**config.mk**
```make
export PLATFORM = sky130hd
export DESIGN_NAME = rvCore
export DESIGN_NICKNAME = d
export VERILOG_FILES = /design/src/rvIsaPkg.sv /design/src/coreCtrlPkg.sv /design/src/instDecoder.sv /design/src/immGen.sv /design/src/regFile.sv /design/src/alu.sv /design/src/loadStoreUnit.sv /design/src/pcReg.sv /design/src/rvCore.sv
export SDC_FILE = /design/constraint.sdc
export NUM_CORES = 2
export LEC_CHECK = 0
export BUFFER_PORTS_ARGS = -buffer_cell sky130_fd_sc_hd__buf_2
export CAP_MARGIN = 20
export CORE_UTILIZATION = 37
export DETAILED_ROUTE_END_ITERATION = 10
export SYNTH_ARGS = -nofsm -noshare
export SYNTH_HDL_FRONTEND = slang
export SYNTH_SLANG_ARGS = --single-unit
export TNS_END_PERCENT = 100
```
**constraint.sdc**
```tcl
create_clock -name clk -period 12 [get_ports clk]
set_clock_uncertainty 0.2 [all_clocks]
set_input_delay 1.2 -clock clk [delete_from_list [all_inputs] [get_ports clk]]
set_output_delay 1.2 -clock clk [all_outputs]
set_load 0.02 [all_outputs]
```
**src/rvIsaPkg.sv**
```systemverilog
package rvIsaPkg;

    localparam int xlen = 64;

    localparam logic [6:0] opLoad   = 7'b0000011;
    localparam logic [6:0] opStore  = 7'b0100011;
    localparam logic [6:0] opOpImm  = 7'b0010011;
    localparam logic [6:0] opOpImmW = 7'b0011011;
    localparam logic [6:0] opOp     = 7'b0110011;
    localparam logic [6:0] opOpW    = 7'b0111011;
    localparam logic [6:0] opLui    = 7'b0110111;
    localparam logic [6:0] opAuipc  = 7'b0010111;
    localparam logic [6:0] opJal    = 7'b1101111;
    localparam logic [6:0] opJalr   = 7'b1100111;
    localparam logic [6:0] opBranch = 7'b1100011;

    localparam logic [6:0] funct7Base = 7'b0000000;
    localparam logic [6:0] funct7Alt  = 7'b0100000; // sub, sra

    typedef union packed {
        struct packed {
            logic [6:0] funct7;
            logic [4:0] rs2;
            logic [4:0] rs1;
            logic [2:0] funct3;
            logic [4:0] rd;
            logic [6:0] opcode;
        } r;
        struct packed {
            logic [11:0] imm12;
            logic [4:0]  rs1;
            logic [2:0]  funct3;
            logic [4:0]  rd;
            logic [6:0]  opcode;
        } i;
        struct packed {
            logic [6:0] immHi;
            logic [4:0] rs2;
            logic [4:0] rs1;
            logic [2:0] funct3;
            logic [4:0] immLo;
            logic [6:0] opcode;
        } s; // also carries the B immediate
    } rvInst_t;

endpackage

```
**src/coreCtrlPkg.sv**
```systemverilog
package coreCtrlPkg;

    typedef enum logic [3:0] {
        aluAdd,
        aluSub,
        aluSll,
        aluSlt,
        aluSltu,
        aluXor,
        aluSrl,
        aluSra,
        aluOr,
        aluAnd,
        aluPassB // lui
    } aluOp_t;

    typedef enum logic {
        srcARs1,
        srcAPc
    } srcASel_t;

    typedef enum logic {
        srcBRs2,
        srcBImm
    } srcBSel_t;

    typedef enum logic [1:0] {
        wbAlu,
        wbLoad,
        wbPc4
    } wbSel_t;

endpackage

```
**src/instDecoder.sv**
```systemverilog
`timescale 1ns/100ps

module instDecoder
    import rvIsaPkg::*;
    import coreCtrlPkg::*;
(
    input  rvInst_t         inst,
    input  logic [xlen-1:0] rs1Val,
    input  logic [xlen-1:0] rs2Val,
    output aluOp_t          aluOp,
    output srcASel_t        srcASel,
    output srcBSel_t        srcBSel,
    output logic            wordOp,
    output logic            regWen,
    output wbSel_t          wbSel,
    output logic            memRead,
    output logic            memWrite,
    output logic [1:0]      memSize,
    output logic            memUnsigned,
    output logic            takeTarget,
    output logic            targetFromRs1
);

    logic brTaken;
    logic isImm;

    assign isImm = (inst.r.opcode == opOpImm) || (inst.r.opcode == opOpImmW);

    always_comb begin
        case (inst.r.funct3)
            3'b000:  brTaken = rs1Val == rs2Val; // beq
            3'b001:  brTaken = rs1Val != rs2Val; // bne
            3'b100:  brTaken = $signed(rs1Val) < $signed(rs2Val); // blt
            3'b101:  brTaken = $signed(rs1Val) >= $signed(rs2Val); // bge
            3'b110:  brTaken = rs1Val < rs2Val; // bltu
            3'b111:  brTaken = rs1Val >= rs2Val; // bgeu
            default: brTaken = 1'b0;
        endcase
    end

    always_comb begin
        aluOp         = aluAdd;
        srcASel       = srcARs1;
        srcBSel       = srcBImm;
        wordOp        = 1'b0;
        regWen        = 1'b0;
        wbSel         = wbAlu;
        memRead       = 1'b0;
        memWrite      = 1'b0;
        memSize       = inst.r.funct3[1:0];
        memUnsigned   = 1'b0;
        takeTarget    = 1'b0;
        targetFromRs1 = 1'b0;
        case (inst.r.opcode)
            opOp, opOpW, opOpImm, opOpImmW: begin
                regWen  = 1'b1;
                srcBSel = isImm ? srcBImm : srcBRs2;
                wordOp  = (inst.r.opcode == opOpW) || (inst.r.opcode == opOpImmW);
                case (inst.r.funct3)
                    3'b000: aluOp = (!isImm && inst.r.funct7 == funct7Alt) ? aluSub : aluAdd;
                    3'b001: aluOp = aluSll;
                    3'b010: aluOp = aluSlt;
                    3'b011: aluOp = aluSltu;
                    3'b100: aluOp = aluXor;
                    3'b101: aluOp = (inst.r.funct7[6:1] == funct7Alt[6:1]) ? aluSra : aluSrl;
                    3'b110: aluOp = aluOr;
                    default: aluOp = aluAnd;
                endcase
            end
            opLui: begin
                regWen = 1'b1;
                aluOp  = aluPassB;
            end
            opAuipc: begin
                regWen  = 1'b1;
                srcASel = srcAPc;
            end
            opLoad: begin
                regWen      = 1'b1;
                wbSel       = wbLoad;
                memRead     = 1'b1;
                memUnsigned = inst.r.funct3[2]; // lbu, lhu, lwu
            end
            opStore: begin
                memWrite = 1'b1; // address is rs1 + imm
            end
            opBranch: begin
                takeTarget = brTaken;
            end
            opJal: begin
                regWen     = 1'b1;
                wbSel      = wbPc4;
                takeTarget = 1'b1;
            end
            opJalr: begin
                regWen        = 1'b1;
                wbSel         = wbPc4;
                takeTarget    = 1'b1;
                targetFromRs1 = 1'b1;
            end
            default: ;
        endcase
    end

endmodule

```
**src/immGen.sv**
```systemverilog
`timescale 1ns/100ps

module immGen
    import rvIsaPkg::*;
(
    input  rvInst_t         inst,
    output logic [xlen-1:0] imm
);

    always_comb begin
        case (inst.r.opcode)
            opStore:
                imm = {{52{inst.s.immHi[6]}}, inst.s.immHi, inst.s.immLo};
            opBranch:
                imm = {{52{inst.s.immHi[6]}}, inst.s.immLo[0], inst.s.immHi[5:0],
                       inst.s.immLo[4:1], 1'b0};
            opLui, opAuipc:
                imm = {{32{inst[31]}}, inst[31:12], 12'b0};
            opJal:
                imm = {{43{inst[31]}}, inst[31], inst[19:12], inst[20], inst[30:21], 1'b0};
            default:
                imm = {{52{inst.i.imm12[11]}}, inst.i.imm12}; // loads, op-imm, jalr
        endcase
    end

endmodule

```
**src/regFile.sv**
```systemverilog
`timescale 1ns/100ps

module regFile
    import rvIsaPkg::*;
    import coreCtrlPkg::*;
(
    input  logic            clk,
    input  logic            rst,
    input  logic [4:0]      rs1Addr,
    input  logic [4:0]      rs2Addr,
    input  logic [4:0]      rdAddr,
    input  logic            wen,
    input  wbSel_t          wbSel,
    input  logic [xlen-1:0] aluResult,
    input  logic [xlen-1:0] loadData,
    input  logic [xlen-1:0] pcPlus4,
    output logic [xlen-1:0] rs1Val,
    output logic [xlen-1:0] rs2Val
);

    logic [xlen-1:0] regs [1:31]; // x0 not stored
    logic [xlen-1:0] wdata;

    always_comb begin
        case (wbSel)
            wbLoad:  wdata = loadData;
            wbPc4:   wdata = pcPlus4; // link address
            default: wdata = aluResult;
        endcase
    end

    always_ff @(posedge clk) begin
        if (!rst && wen && rdAddr != 5'd0) begin
            regs[rdAddr] <= wdata;
        end
    end

    assign rs1Val = (rs1Addr == 5'd0) ? '0 : regs[rs1Addr];
    assign rs2Val = (rs2Addr == 5'd0) ? '0 : regs[rs2Addr];

endmodule

```
**src/alu.sv**
```systemverilog
`timescale 1ns/100ps

module alu
    import rvIsaPkg::*;
    import coreCtrlPkg::*;
(
    input  aluOp_t          op,
    input  logic            wordOp,
    input  srcASel_t        srcASel,
    input  srcBSel_t        srcBSel,
    input  logic [xlen-1:0] a, // rs1
    input  logic [xlen-1:0] b, // rs2
    input  logic [xlen-1:0] pc,
    input  logic [xlen-1:0] imm,
    output logic [xlen-1:0] result
);

    logic [xlen-1:0] opA;
    logic [xlen-1:0] opB;
    logic [xlen-1:0] wideRes;
    logic [31:0]     wordRes;

    assign opA = (srcASel == srcAPc) ? pc : a;
    assign opB = (srcBSel == srcBImm) ? imm : b;

    always_comb begin
        case (op)
            aluAdd:   wideRes = opA + opB;
            aluSub:   wideRes = opA - opB;
            aluSll:   wideRes = opA << opB[5:0];
            aluSlt:   wideRes = {{(xlen-1){1'b0}}, $signed(opA) < $signed(opB)};
            aluSltu:  wideRes = {{(xlen-1){1'b0}}, opA < opB};
            aluXor:   wideRes = opA ^ opB;
            aluSrl:   wideRes = opA >> opB[5:0];
            aluSra:   wideRes = $signed(opA) >>> opB[5:0];
            aluOr:    wideRes = opA | opB;
            aluAnd:   wideRes = opA & opB;
            aluPassB: wideRes = opB;
            default:  wideRes = '0;
        endcase
    end

    // W forms work on the low half, right shifts see a truncated rs1
    always_comb begin
        case (op)
            aluSll:  wordRes = opA[31:0] << opB[4:0];
            aluSrl:  wordRes = opA[31:0] >> opB[4:0];
            aluSra:  wordRes = $signed(opA[31:0]) >>> opB[4:0];
            default: wordRes = wideRes[31:0]; // addw, subw
        endcase
    end

    assign result = wordOp ? {{32{wordRes[31]}}, wordRes} : wideRes;

endmodule

```
**src/loadStoreUnit.sv**
```systemverilog
`timescale 1ns/100ps

module loadStoreUnit
    import rvIsaPkg::*;
(
    input  logic            rst,
    input  logic            memRead,
    input  logic            memWrite,
    input  logic [1:0]      memSize,
    input  logic            memUnsigned,
    input  logic [xlen-1:0] addr,
    input  logic [xlen-1:0] storeVal,
    input  logic [xlen-1:0] dataRdata,
    output logic [7:0]      dataWmask,
    output logic [xlen-1:0] dataWdata,
    output logic            dataRen,
    output logic [xlen-1:0] loadData
);

    logic [2:0]      offset;
    logic [7:0]      sizeMask;
    logic [xlen-1:0] shifted;

    assign offset = addr[2:0]; // byte lane in the dword

    always_comb begin
        case (memSize)
            2'd0:    sizeMask = 8'h01;
            2'd1:    sizeMask = 8'h03;
            2'd2:    sizeMask = 8'h0f;
            default: sizeMask = 8'hff;
        endcase
    end

    assign dataWdata = storeVal << {offset, 3'b000};
    assign dataWmask = (memWrite && !rst) ? (sizeMask << offset) : 8'h00;
    assign dataRen   = memRead && !rst;
    assign shifted   = dataRdata >> {offset, 3'b000};

    always_comb begin
        case (memSize)
            2'd0:    loadData = {{56{!memUnsigned && shifted[7]}}, shifted[7:0]};
            2'd1:    loadData = {{48{!memUnsigned && shifted[15]}}, shifted[15:0]};
            2'd2:    loadData = {{32{!memUnsigned && shifted[31]}}, shifted[31:0]};
            default: loadData = shifted;
        endcase
    end

endmodule

```
**src/pcReg.sv**
```systemverilog
`timescale 1ns/100ps

module pcReg
    import rvIsaPkg::*;
(
    input  logic            clk,
    input  logic            rst,
    input  logic            takeTarget,
    input  logic            targetFromRs1,
    input  logic [xlen-1:0] imm,
    input  logic [xlen-1:0] rs1Val,
    output logic [xlen-1:0] pc,
    output logic [xlen-1:0] pcPlus4
);

    logic [xlen-1:0] jalrSum;
    logic [xlen-1:0] target;

    assign pcPlus4 = pc + 4;
    assign jalrSum = rs1Val + imm;
    assign target  = targetFromRs1 ? {jalrSum[xlen-1:1], 1'b0} : pc + imm;

    always_ff @(posedge clk) begin
        if (rst) begin
            pc <= '0;
        end else begin
            pc <= takeTarget ? target : pcPlus4;
        end
    end

endmodule

```
**src/rvCore.sv**
```systemverilog
`timescale 1ns/100ps

module rvCore
    import rvIsaPkg::*;
    import coreCtrlPkg::*;
(
    input  logic            clk,
    input  logic            rst,
    input  logic [31:0]     instData,
    input  logic [xlen-1:0] dataRdata,
    output logic [xlen-1:0] instAddr,
    output logic [xlen-1:0] dataAddr,
    output logic [xlen-1:0] dataWdata,
    output logic [7:0]      dataWmask,
    output logic            dataRen
);

    rvInst_t         inst;
    logic [xlen-1:0] rs1Val;
    logic [xlen-1:0] rs2Val;
    logic [xlen-1:0] imm;
    logic [xlen-1:0] aluResult;
    logic [xlen-1:0] loadData;
    logic [xlen-1:0] pc;
    logic [xlen-1:0] pcPlus4;
    aluOp_t          aluOp;
    srcASel_t        srcASel;
    srcBSel_t        srcBSel;
    wbSel_t          wbSel;
    logic            wordOp;
    logic            regWen;
    logic            memRead;
    logic            memWrite;
    logic [1:0]      memSize;
    logic            memUnsigned;
    logic            takeTarget;
    logic            targetFromRs1;

    assign inst     = instData;
    assign instAddr = pc;
    assign dataAddr = aluResult;

    instDecoder decoder (
        .inst(inst), .rs1Val(rs1Val), .rs2Val(rs2Val), .aluOp(aluOp),
        .srcASel(srcASel), .srcBSel(srcBSel), .wordOp(wordOp), .regWen(regWen),
        .wbSel(wbSel), .memRead(memRead), .memWrite(memWrite), .memSize(memSize),
        .memUnsigned(memUnsigned), .takeTarget(takeTarget), .targetFromRs1(targetFromRs1)
    );

    immGen immUnit (
        .inst(inst),
        .imm(imm)
    );

    regFile regs (
        .clk(clk), .rst(rst), .rs1Addr(inst.r.rs1), .rs2Addr(inst.r.rs2),
        .rdAddr(inst.r.rd), .wen(regWen), .wbSel(wbSel), .aluResult(aluResult),
        .loadData(loadData), .pcPlus4(pcPlus4), .rs1Val(rs1Val), .rs2Val(rs2Val)
    );

    alu aluUnit (
        .op(aluOp), .wordOp(wordOp), .srcASel(srcASel), .srcBSel(srcBSel),
        .a(rs1Val), .b(rs2Val), .pc(pc), .imm(imm), .result(aluResult)
    );

    loadStoreUnit lsu (
        .rst(rst), .memRead(memRead), .memWrite(memWrite), .memSize(memSize),
        .memUnsigned(memUnsigned), .addr(aluResult), .storeVal(rs2Val),
        .dataRdata(dataRdata), .dataWmask(dataWmask), .dataWdata(dataWdata),
        .dataRen(dataRen), .loadData(loadData)
    );

    pcReg pcUnit (
        .clk(clk), .rst(rst), .takeTarget(takeTarget), .targetFromRs1(targetFromRs1),
        .imm(imm), .rs1Val(rs1Val), .pc(pc), .pcPlus4(pcPlus4)
    );

endmodule

```
== Word-level counts from Yosys, hierarchy flattened ==
Memory sizes are Yosys's and may differ from the RTL's.
Index checks and enable logic that the tools add are counted.
Word-level totals
  flip-flop bits (word level): 64
  memory bits (writable): 1984
  input port bits: 98
  output and inout port bits: 201
  memories kept: 1
Cells by class
  add/subtract/negate cells: 5
  order comparisons: 6
  equal/unequal tests: 36
  shift operators: 9
  muxes and demuxes: 32
  bitwise operators: 3
  reduce and logical (&&, ||, !) cells: 23
Memories
  regs.regs: words 31, width 64, rd ports 2, clocked after Yosys merged registers in 0, write ports 1, RTL line regFile.sv:21  | logic [xlen-1:0] regs [1:31];
Operators with widths (count)
  64-bit case mux with 11 select lines: 1
  64-bit two-way mux: 7
  64-bit less-than comparator: 4
  64-bit adder: 3
  64-bit case mux with 3 select lines: 1
  64-bit >= comparator: 2
  64-bit case mux with 2 select lines: 1
  64-bit by 6-bit << shifter with 64-bit output: 2
  64-bit by 6-bit >> shifter with 64-bit output: 2
  31-bit case mux with 4 select lines: 1
  32-bit case mux with 3 select lines: 1
  64-bit by 3-bit adder with 64-bit output (second input constant): 1
  64-bit bitwise AND: 1
  64-bit equality test: 1
  64-bit inequality test: 1
  64-bit bitwise OR: 1
  64-bit by 6-bit >>> shifter with 64-bit output: 1
  64-bit subtractor: 1
  64-bit bitwise XOR: 1
  7-bit by 6-bit equality test with 1-bit output (second input constant): 5
  32-bit by 5-bit << shifter with 32-bit output: 1
  32-bit by 5-bit >> shifter with 32-bit output: 1
  32-bit by 5-bit >>> shifter with 32-bit output: 1
  4-bit case mux with 7 select lines: 1
  32 further kinds: 72

== Longest topological paths before layout ==
  depth after elaboration: 15
  mapped depth: 39
  gate-level depth less buffers: 25

== Cells and area by module ==
From an unflattened synthesis, not the netlist that was laid out.
Second synthesis, totals
  cell total of the unflattened synthesis: 12737
  area total of the unflattened synthesis: 136445.9 um^2
By module, submodules not included
  regFile: times used 1, cells an instance 6346, area an instance 94475.6 um^2, sequential area each 59577.1 um^2
  alu: times used 1, cells an instance 3735, area an instance 23610.1 um^2, sequential area each 0.0 um^2
  pcReg: times used 1, cells an instance 1709, area an instance 11723.7 um^2, sequential area each 1281.2 um^2
  loadStoreUnit: times used 1, cells an instance 584, area an instance 4036.4 um^2, sequential area each 0.0 um^2
  instDecoder: times used 1, cells an instance 281, area an instance 1966.9 um^2, sequential area each 0.0 um^2
  immGen: times used 1, cells an instance 82, area an instance 633.1 um^2, sequential area each 0.0 um^2

== Least setup slack after synthesis ==
No wires, ideal clock.
  kind: input port to flip-flop
  start: input instData[21]
  end: memory regs.regs[10][49], data pin
  setup time: 0.459 ns
  arrival: 10.416 ns
  data required time: 11.341 ns
  setup slack: 0.925 ns
  stages: 33
  path through: buf_2 > buf_2 > buf_2 > buf_2 > buf_2 > buf_2 > buf_1 > buf_1 > buf_2 > buf_1 > clkbuf_1 > clkbuf_1 > mux4_2 > mux4_2 > mux2i_1 > nor2_1 > inv_1 > o21ai_0 > ha_1 > clkbuf_1 > nor4_1 > nand2_1 > or3_1 > a211oi_1 > nor3_1 > a221oi_1 > o211ai_2 > inv_2 > mux2_2 > o31ai_4 > a211oi_4 > buf_6 > o31ai_1
Between the ends
  cells in the longest elaborated chain, start to end: 11
RTL lines
  start: declaration: RTL line rvCore.sv:9  | input logic [31:0] instData,
  memory 31 x 64 bit / 5-bit zero test (equally long branches)
  64-bit two-way mux: RTL line regFile.sv:39  | assign rs2Val = (rs2Addr == 5'd0) ? '0 : regs[rs2Addr];
  64-bit two-way mux *: RTL line alu.sv:24  | assign opB = (srcBSel == srcBImm) ? imm : b;
  64-bit subtractor, or another cell as far along: RTL line alu.sv:29  | aluSub: wideRes = opA - opB;
  64-bit case mux with 11 select lines: RTL line alu.sv:27  | case (op)
  32-bit case mux with 3 select lines: RTL line alu.sv:45  | case (op)
  64-bit two-way mux *: RTL line alu.sv:53  | assign result = wordOp ? {{32{wordRes[31]}}, wordRes} : wideRes;
  64-bit by 6-bit >> shifter with 64-bit output: RTL line loadStoreUnit.sv:38  | assign shifted = dataRdata >> {offset, 3'b000};
  1-bit logical AND, on equally long branches: RTL line loadStoreUnit.sv:44, loadStoreUnit.sv:42, loadStoreUnit.sv:43
  64-bit case mux with 3 select lines: RTL line loadStoreUnit.sv:41  | case (memSize)
  64-bit case mux with 2 select lines *: RTL line regFile.sv:25  | case (wbSel)
  via regs.wdata[49]: RTL line regFile.sv:22  | logic [xlen-1:0] wdata;
  end: declaration: RTL line regFile.sv:21
Mark *: on every way through the listed nets, which the timed path passes. The rest lies on a longest branch.

== Final worst setup path ==
  start: input instData[15]
  end: output dataWdata[32]
Between the ends
  cells in the longest elaborated chain, start to end: 8
RTL lines
  memory 31 x 64 bit / 5-bit zero test (equally long branches)
  64-bit two-way mux: RTL line regFile.sv:38  | assign rs1Val = (rs1Addr == 5'd0) ? '0 : regs[rs1Addr];
  64-bit two-way mux: RTL line alu.sv:23  | assign opA = (srcASel == srcAPc) ? pc : a;
  64-bit subtractor, or another cell as far along: RTL line alu.sv:29
  64-bit case mux with 11 select lines: RTL line alu.sv:27
  32-bit case mux with 3 select lines: RTL line alu.sv:45
  64-bit two-way mux *: RTL line alu.sv:53
  64-bit by 6-bit << shifter with 64-bit output *: RTL line loadStoreUnit.sv:35  | assign dataWdata = storeVal << {offset, 3'b000};
  end: declaration: RTL line rvCore.sv:13  | output logic [xlen-1:0] dataWdata,
Mark *: on every way between the ends. The rest lies on a longest branch, timed or not.

==> results.toml <==
[detailed_routing]
dr.pass1.iters = 6
wirelength_um = 715500
drt-initial-drc-count = 16650
wl_per_cell_um = 44.27
num_vias = 111000
via_per_inst = 6.870
ant_nets = 0
drc = 0

[setup_path]
path_max_fanout = 55
required_ns = 10.60
crit_type = "in2out"
startpoint_type = "input port"
cp-end-kind = "primary output"
cp.arrival_ns = 10.37

[synth]
synthFlopType = "edfxtp_1"
postSynthCellCount = 10650
syn-cell-area_um2 = 131700
netlist_top_cells_area = "edfxtp_1, mux4_2, mux2i_1"
synth_edf_count = 1984
async_flop_share_pct = 0
yosysSeqAreaShare_pct = 46.20
synth_fp_nets = 11130
ys_seq_elements = 2048
yosys_warnings = 0
yosysTopAreaCell = "edfxtp_1"
syn_area_per_cell_um2 = 12.37
synth_top_area_share_pct = 45.23
ys_types = 115

[grt]
gr-total-overflow = 0
grt.met3_usage_pct = 9.316
track_usage_pct = 38.95
gr-usage-met1_pct = 45.66
first_global_vias = 106700
use_met2_pct = 60.63
gr-max-usage-layer = "met2"
grt_start_max_net_pins = 97
grt_pass1_wl_um = 948500
antenna_found_initial = 74

[timing]
setup_viol_count_final = 0
rsz0062_at_grt = "no"
worst_pin_slew_ns = 1.541
fin_crit_sh_pct = 98.12
slew_viol_final = 1
relSlewSlack_pct = -2.749
clock.fmax_mhz = 84.93
holdWs_ns = 0.5175
layout_setup_ws_ns = 0.2258
hold_viol = 0
fin_crit_ns = 11.77

[die]
rows = 218
die_w_um = 598.7
initial_core_util_pct = 37.26
core_area_um2 = 353500
ios = 299
die_h_um = 598.7
dieArea_um2 = 358400

[power_and_ir_drop]
power_switching_w = 0.008374
power_frac_seq_pct = 37.1
power.density_nw_per_um2 = 152.4
p_sw_share_pct = 36.26
pwr-share-clk_pct = 28.7
p_leak_nw = 54.61
peakVddDrop_v = 0.0001156
intPower_w = 0.01472
finalPower_w = 0.02309
comb_power_share_pct = 34.3

[run_status]
status = "finished, violations left"
violations = "slew limit"

[place]
dpl-instance-area_um2 = 144400
port_buffers = 298
gp_congestion = 1.095
hpwl_um = 508600
place_ws_ns = 0.09522

[min_path]
hold_class = "reg2reg"

[clocking]
clk_pin_slew_worst_paths_ns = 0.07
cts.sinks = 2048
cts_root_buffer = "clkbuf_16"
cts_buffers = 208
cts_buffer_depth = 4
clk_latency_ns = 0.92
tritoncts = "done"
htree_levels = 4

[layout]
fillers = 32680
area_growth_pct = 15.00
nets = 11720
drive_gt1_share_pct = 24.77
final_area_um2 = 151500

[flow_run]
max-cap-violations = 0
==> sequential cells by signal (all words and copies together) (netlist names) <==
signal and flops:
regs.regs 1984, pcUnit.pc 64
==> cell families after synthesis <==
logic type / count (synthesis) / synth area share [%]
xor+xnor: 219 / 1.456
buf+inv: 1123 / 3.926
flops: 2048 / 46.20
simple gates: 2312 / 7.914
mux: 1842 / 22.78
fa+ha+maj: 389 / 3.718
compound gates: 2714 / 14.01
==> routing by layer <==
layer  vias up  routed length, um
met5         -                174
met4        24              72160
met3      2109              75460
met2      8266             321100
met1     56970             246600
li1      43660                  -
==> cells in the final DEF, fill, tap and decap left out, types with 128 or more instances in the layout <==
cell type  synthesis  final
a211oi_1         234    230
a21o_1           190    189
a21oi_1          650    637
buf_12             5    128
buf_2            189    288
buf_4             53    749
clkbuf_16          0    210
edfxtp_1        1984   1984
ha_1             385    384
inv_1            291    291
mux2_2           152    152
mux2i_1          776    775
mux4_2           907    907
nand2_1          766    760
nand3_1          171    170
nor2_1           741    705
nor3_1           169    158
o21ai_0          485    471
xnor2_1          145    140
==> what timing repair did <==
item,in CTS,in global routing
gates resized for setup,0,4
endpoints found under the setup margin,0,5
hold buffers,0,0
setup buffers,0,0
endpoints found under the hold margin,0,0
==> layout make-up <==
class                      count  area [um2]  area share [%]
clock inverter               128        1370          0.9044
timing repair buffer        1191        9997           6.599
antenna                       42       105.1         0.06938
clock buffer                 242        5333           3.520
multi-input combinational   7476       66740           44.06
sequential                  2048       60860           40.17
inverter                     306        1162          0.7673
tap                         4730        5918           3.907
==> power groups by stage <==
stage | registers (W) | clock network, W | logic [W]
2_1_floorplan | 0.00874 | 0 | 0.00362
3_3_place_gp | 0.00871 | 0 | 0.00750
3_5_place_dp | 0.00871 | 0 | 0.00755
4_1_cts | 0.00856 | 0.00666 | 0.00757
5_1_grt | 0.00855 | 0.00689 | 0.00805
6_report | 0.00856 | 0.00662 | 0.00792
==> worst max-delay path, cell delays in order <==
cell	delay, ns
buf_8	0.45
buf_12	0.42
buf_12	0.37
buf_12	0.42
mux2i_1	0.40
o221ai_1	0.36
a211oi_1	0.62
nor3_1	0.21
a21oi_2	0.76
inv_1	0.16
ha_1	0.54
or3_1	0.51
or3_1	0.46
or2_2	0.31
o2111ai_1	0.12
nand3_1	0.16
a221oi_1	0.49
buf_4	0.23
o211ai_4	0.15
buf_12	0.26
buf_4	0.18
nand2_1	0.05
o21ai_0	0.11
mux2i_1	0.70
o22ai_1	0.17
buf_4	0.19
buf_2	0.15
==> worst paths after layout <==
check,startpoint,to,slack [ns],cells past startpoint
min reg2reg,pcUnit.pc[1]$_SDFFE_PP0P_,pcUnit.pc[1]$_SDFFE_PP0P_,0.52,2
max reg2reg,regs.regs[4][1]$_DFFE_PP_,regs.regs[22][28]$_DFFE_PP_,2.23,31
min,pcUnit.pc[1]$_SDFFE_PP0P_,pcUnit.pc[1]$_SDFFE_PP0P_,0.52,2
max,instData[15],dataWdata[32],0.23,27
==> through the flow <==
step,utilization (%),std cells,setup TNS [ns]
detailed placement,40.86,15740,0
floorplan,-,10650,0
finish,42.85,16160,0
global route,42.83,16120,0
CTS,42.76,16110,0
global placement,40.83,15730,-135.14
==> Yosys cell counts, drive strengths merged, types with 68 or more instances <==
| library cell | number |
|---|---|
| edfxtp | 1984 |
| mux4 | 908 |
| mux2i | 780 |
| nand2 | 766 |
| nor2 | 742 |
| a21oi | 660 |
| o21ai | 496 |
| clkbuf | 410 |
| buf | 407 |
| ha | 385 |
| inv | 301 |
| a211oi | 236 |
| a21o | 190 |
| nand3 | 171 |
| nor3 | 171 |
| mux2 | 154 |
| xnor2 | 145 |
| o22ai | 125 |
| a221oi | 118 |
| a22oi | 109 |
| and3 | 104 |
| o221ai | 85 |
| o31ai | 83 |
| xor2 | 74 |
| a31oi | 68 |
(Power assumes the default switching activity.)
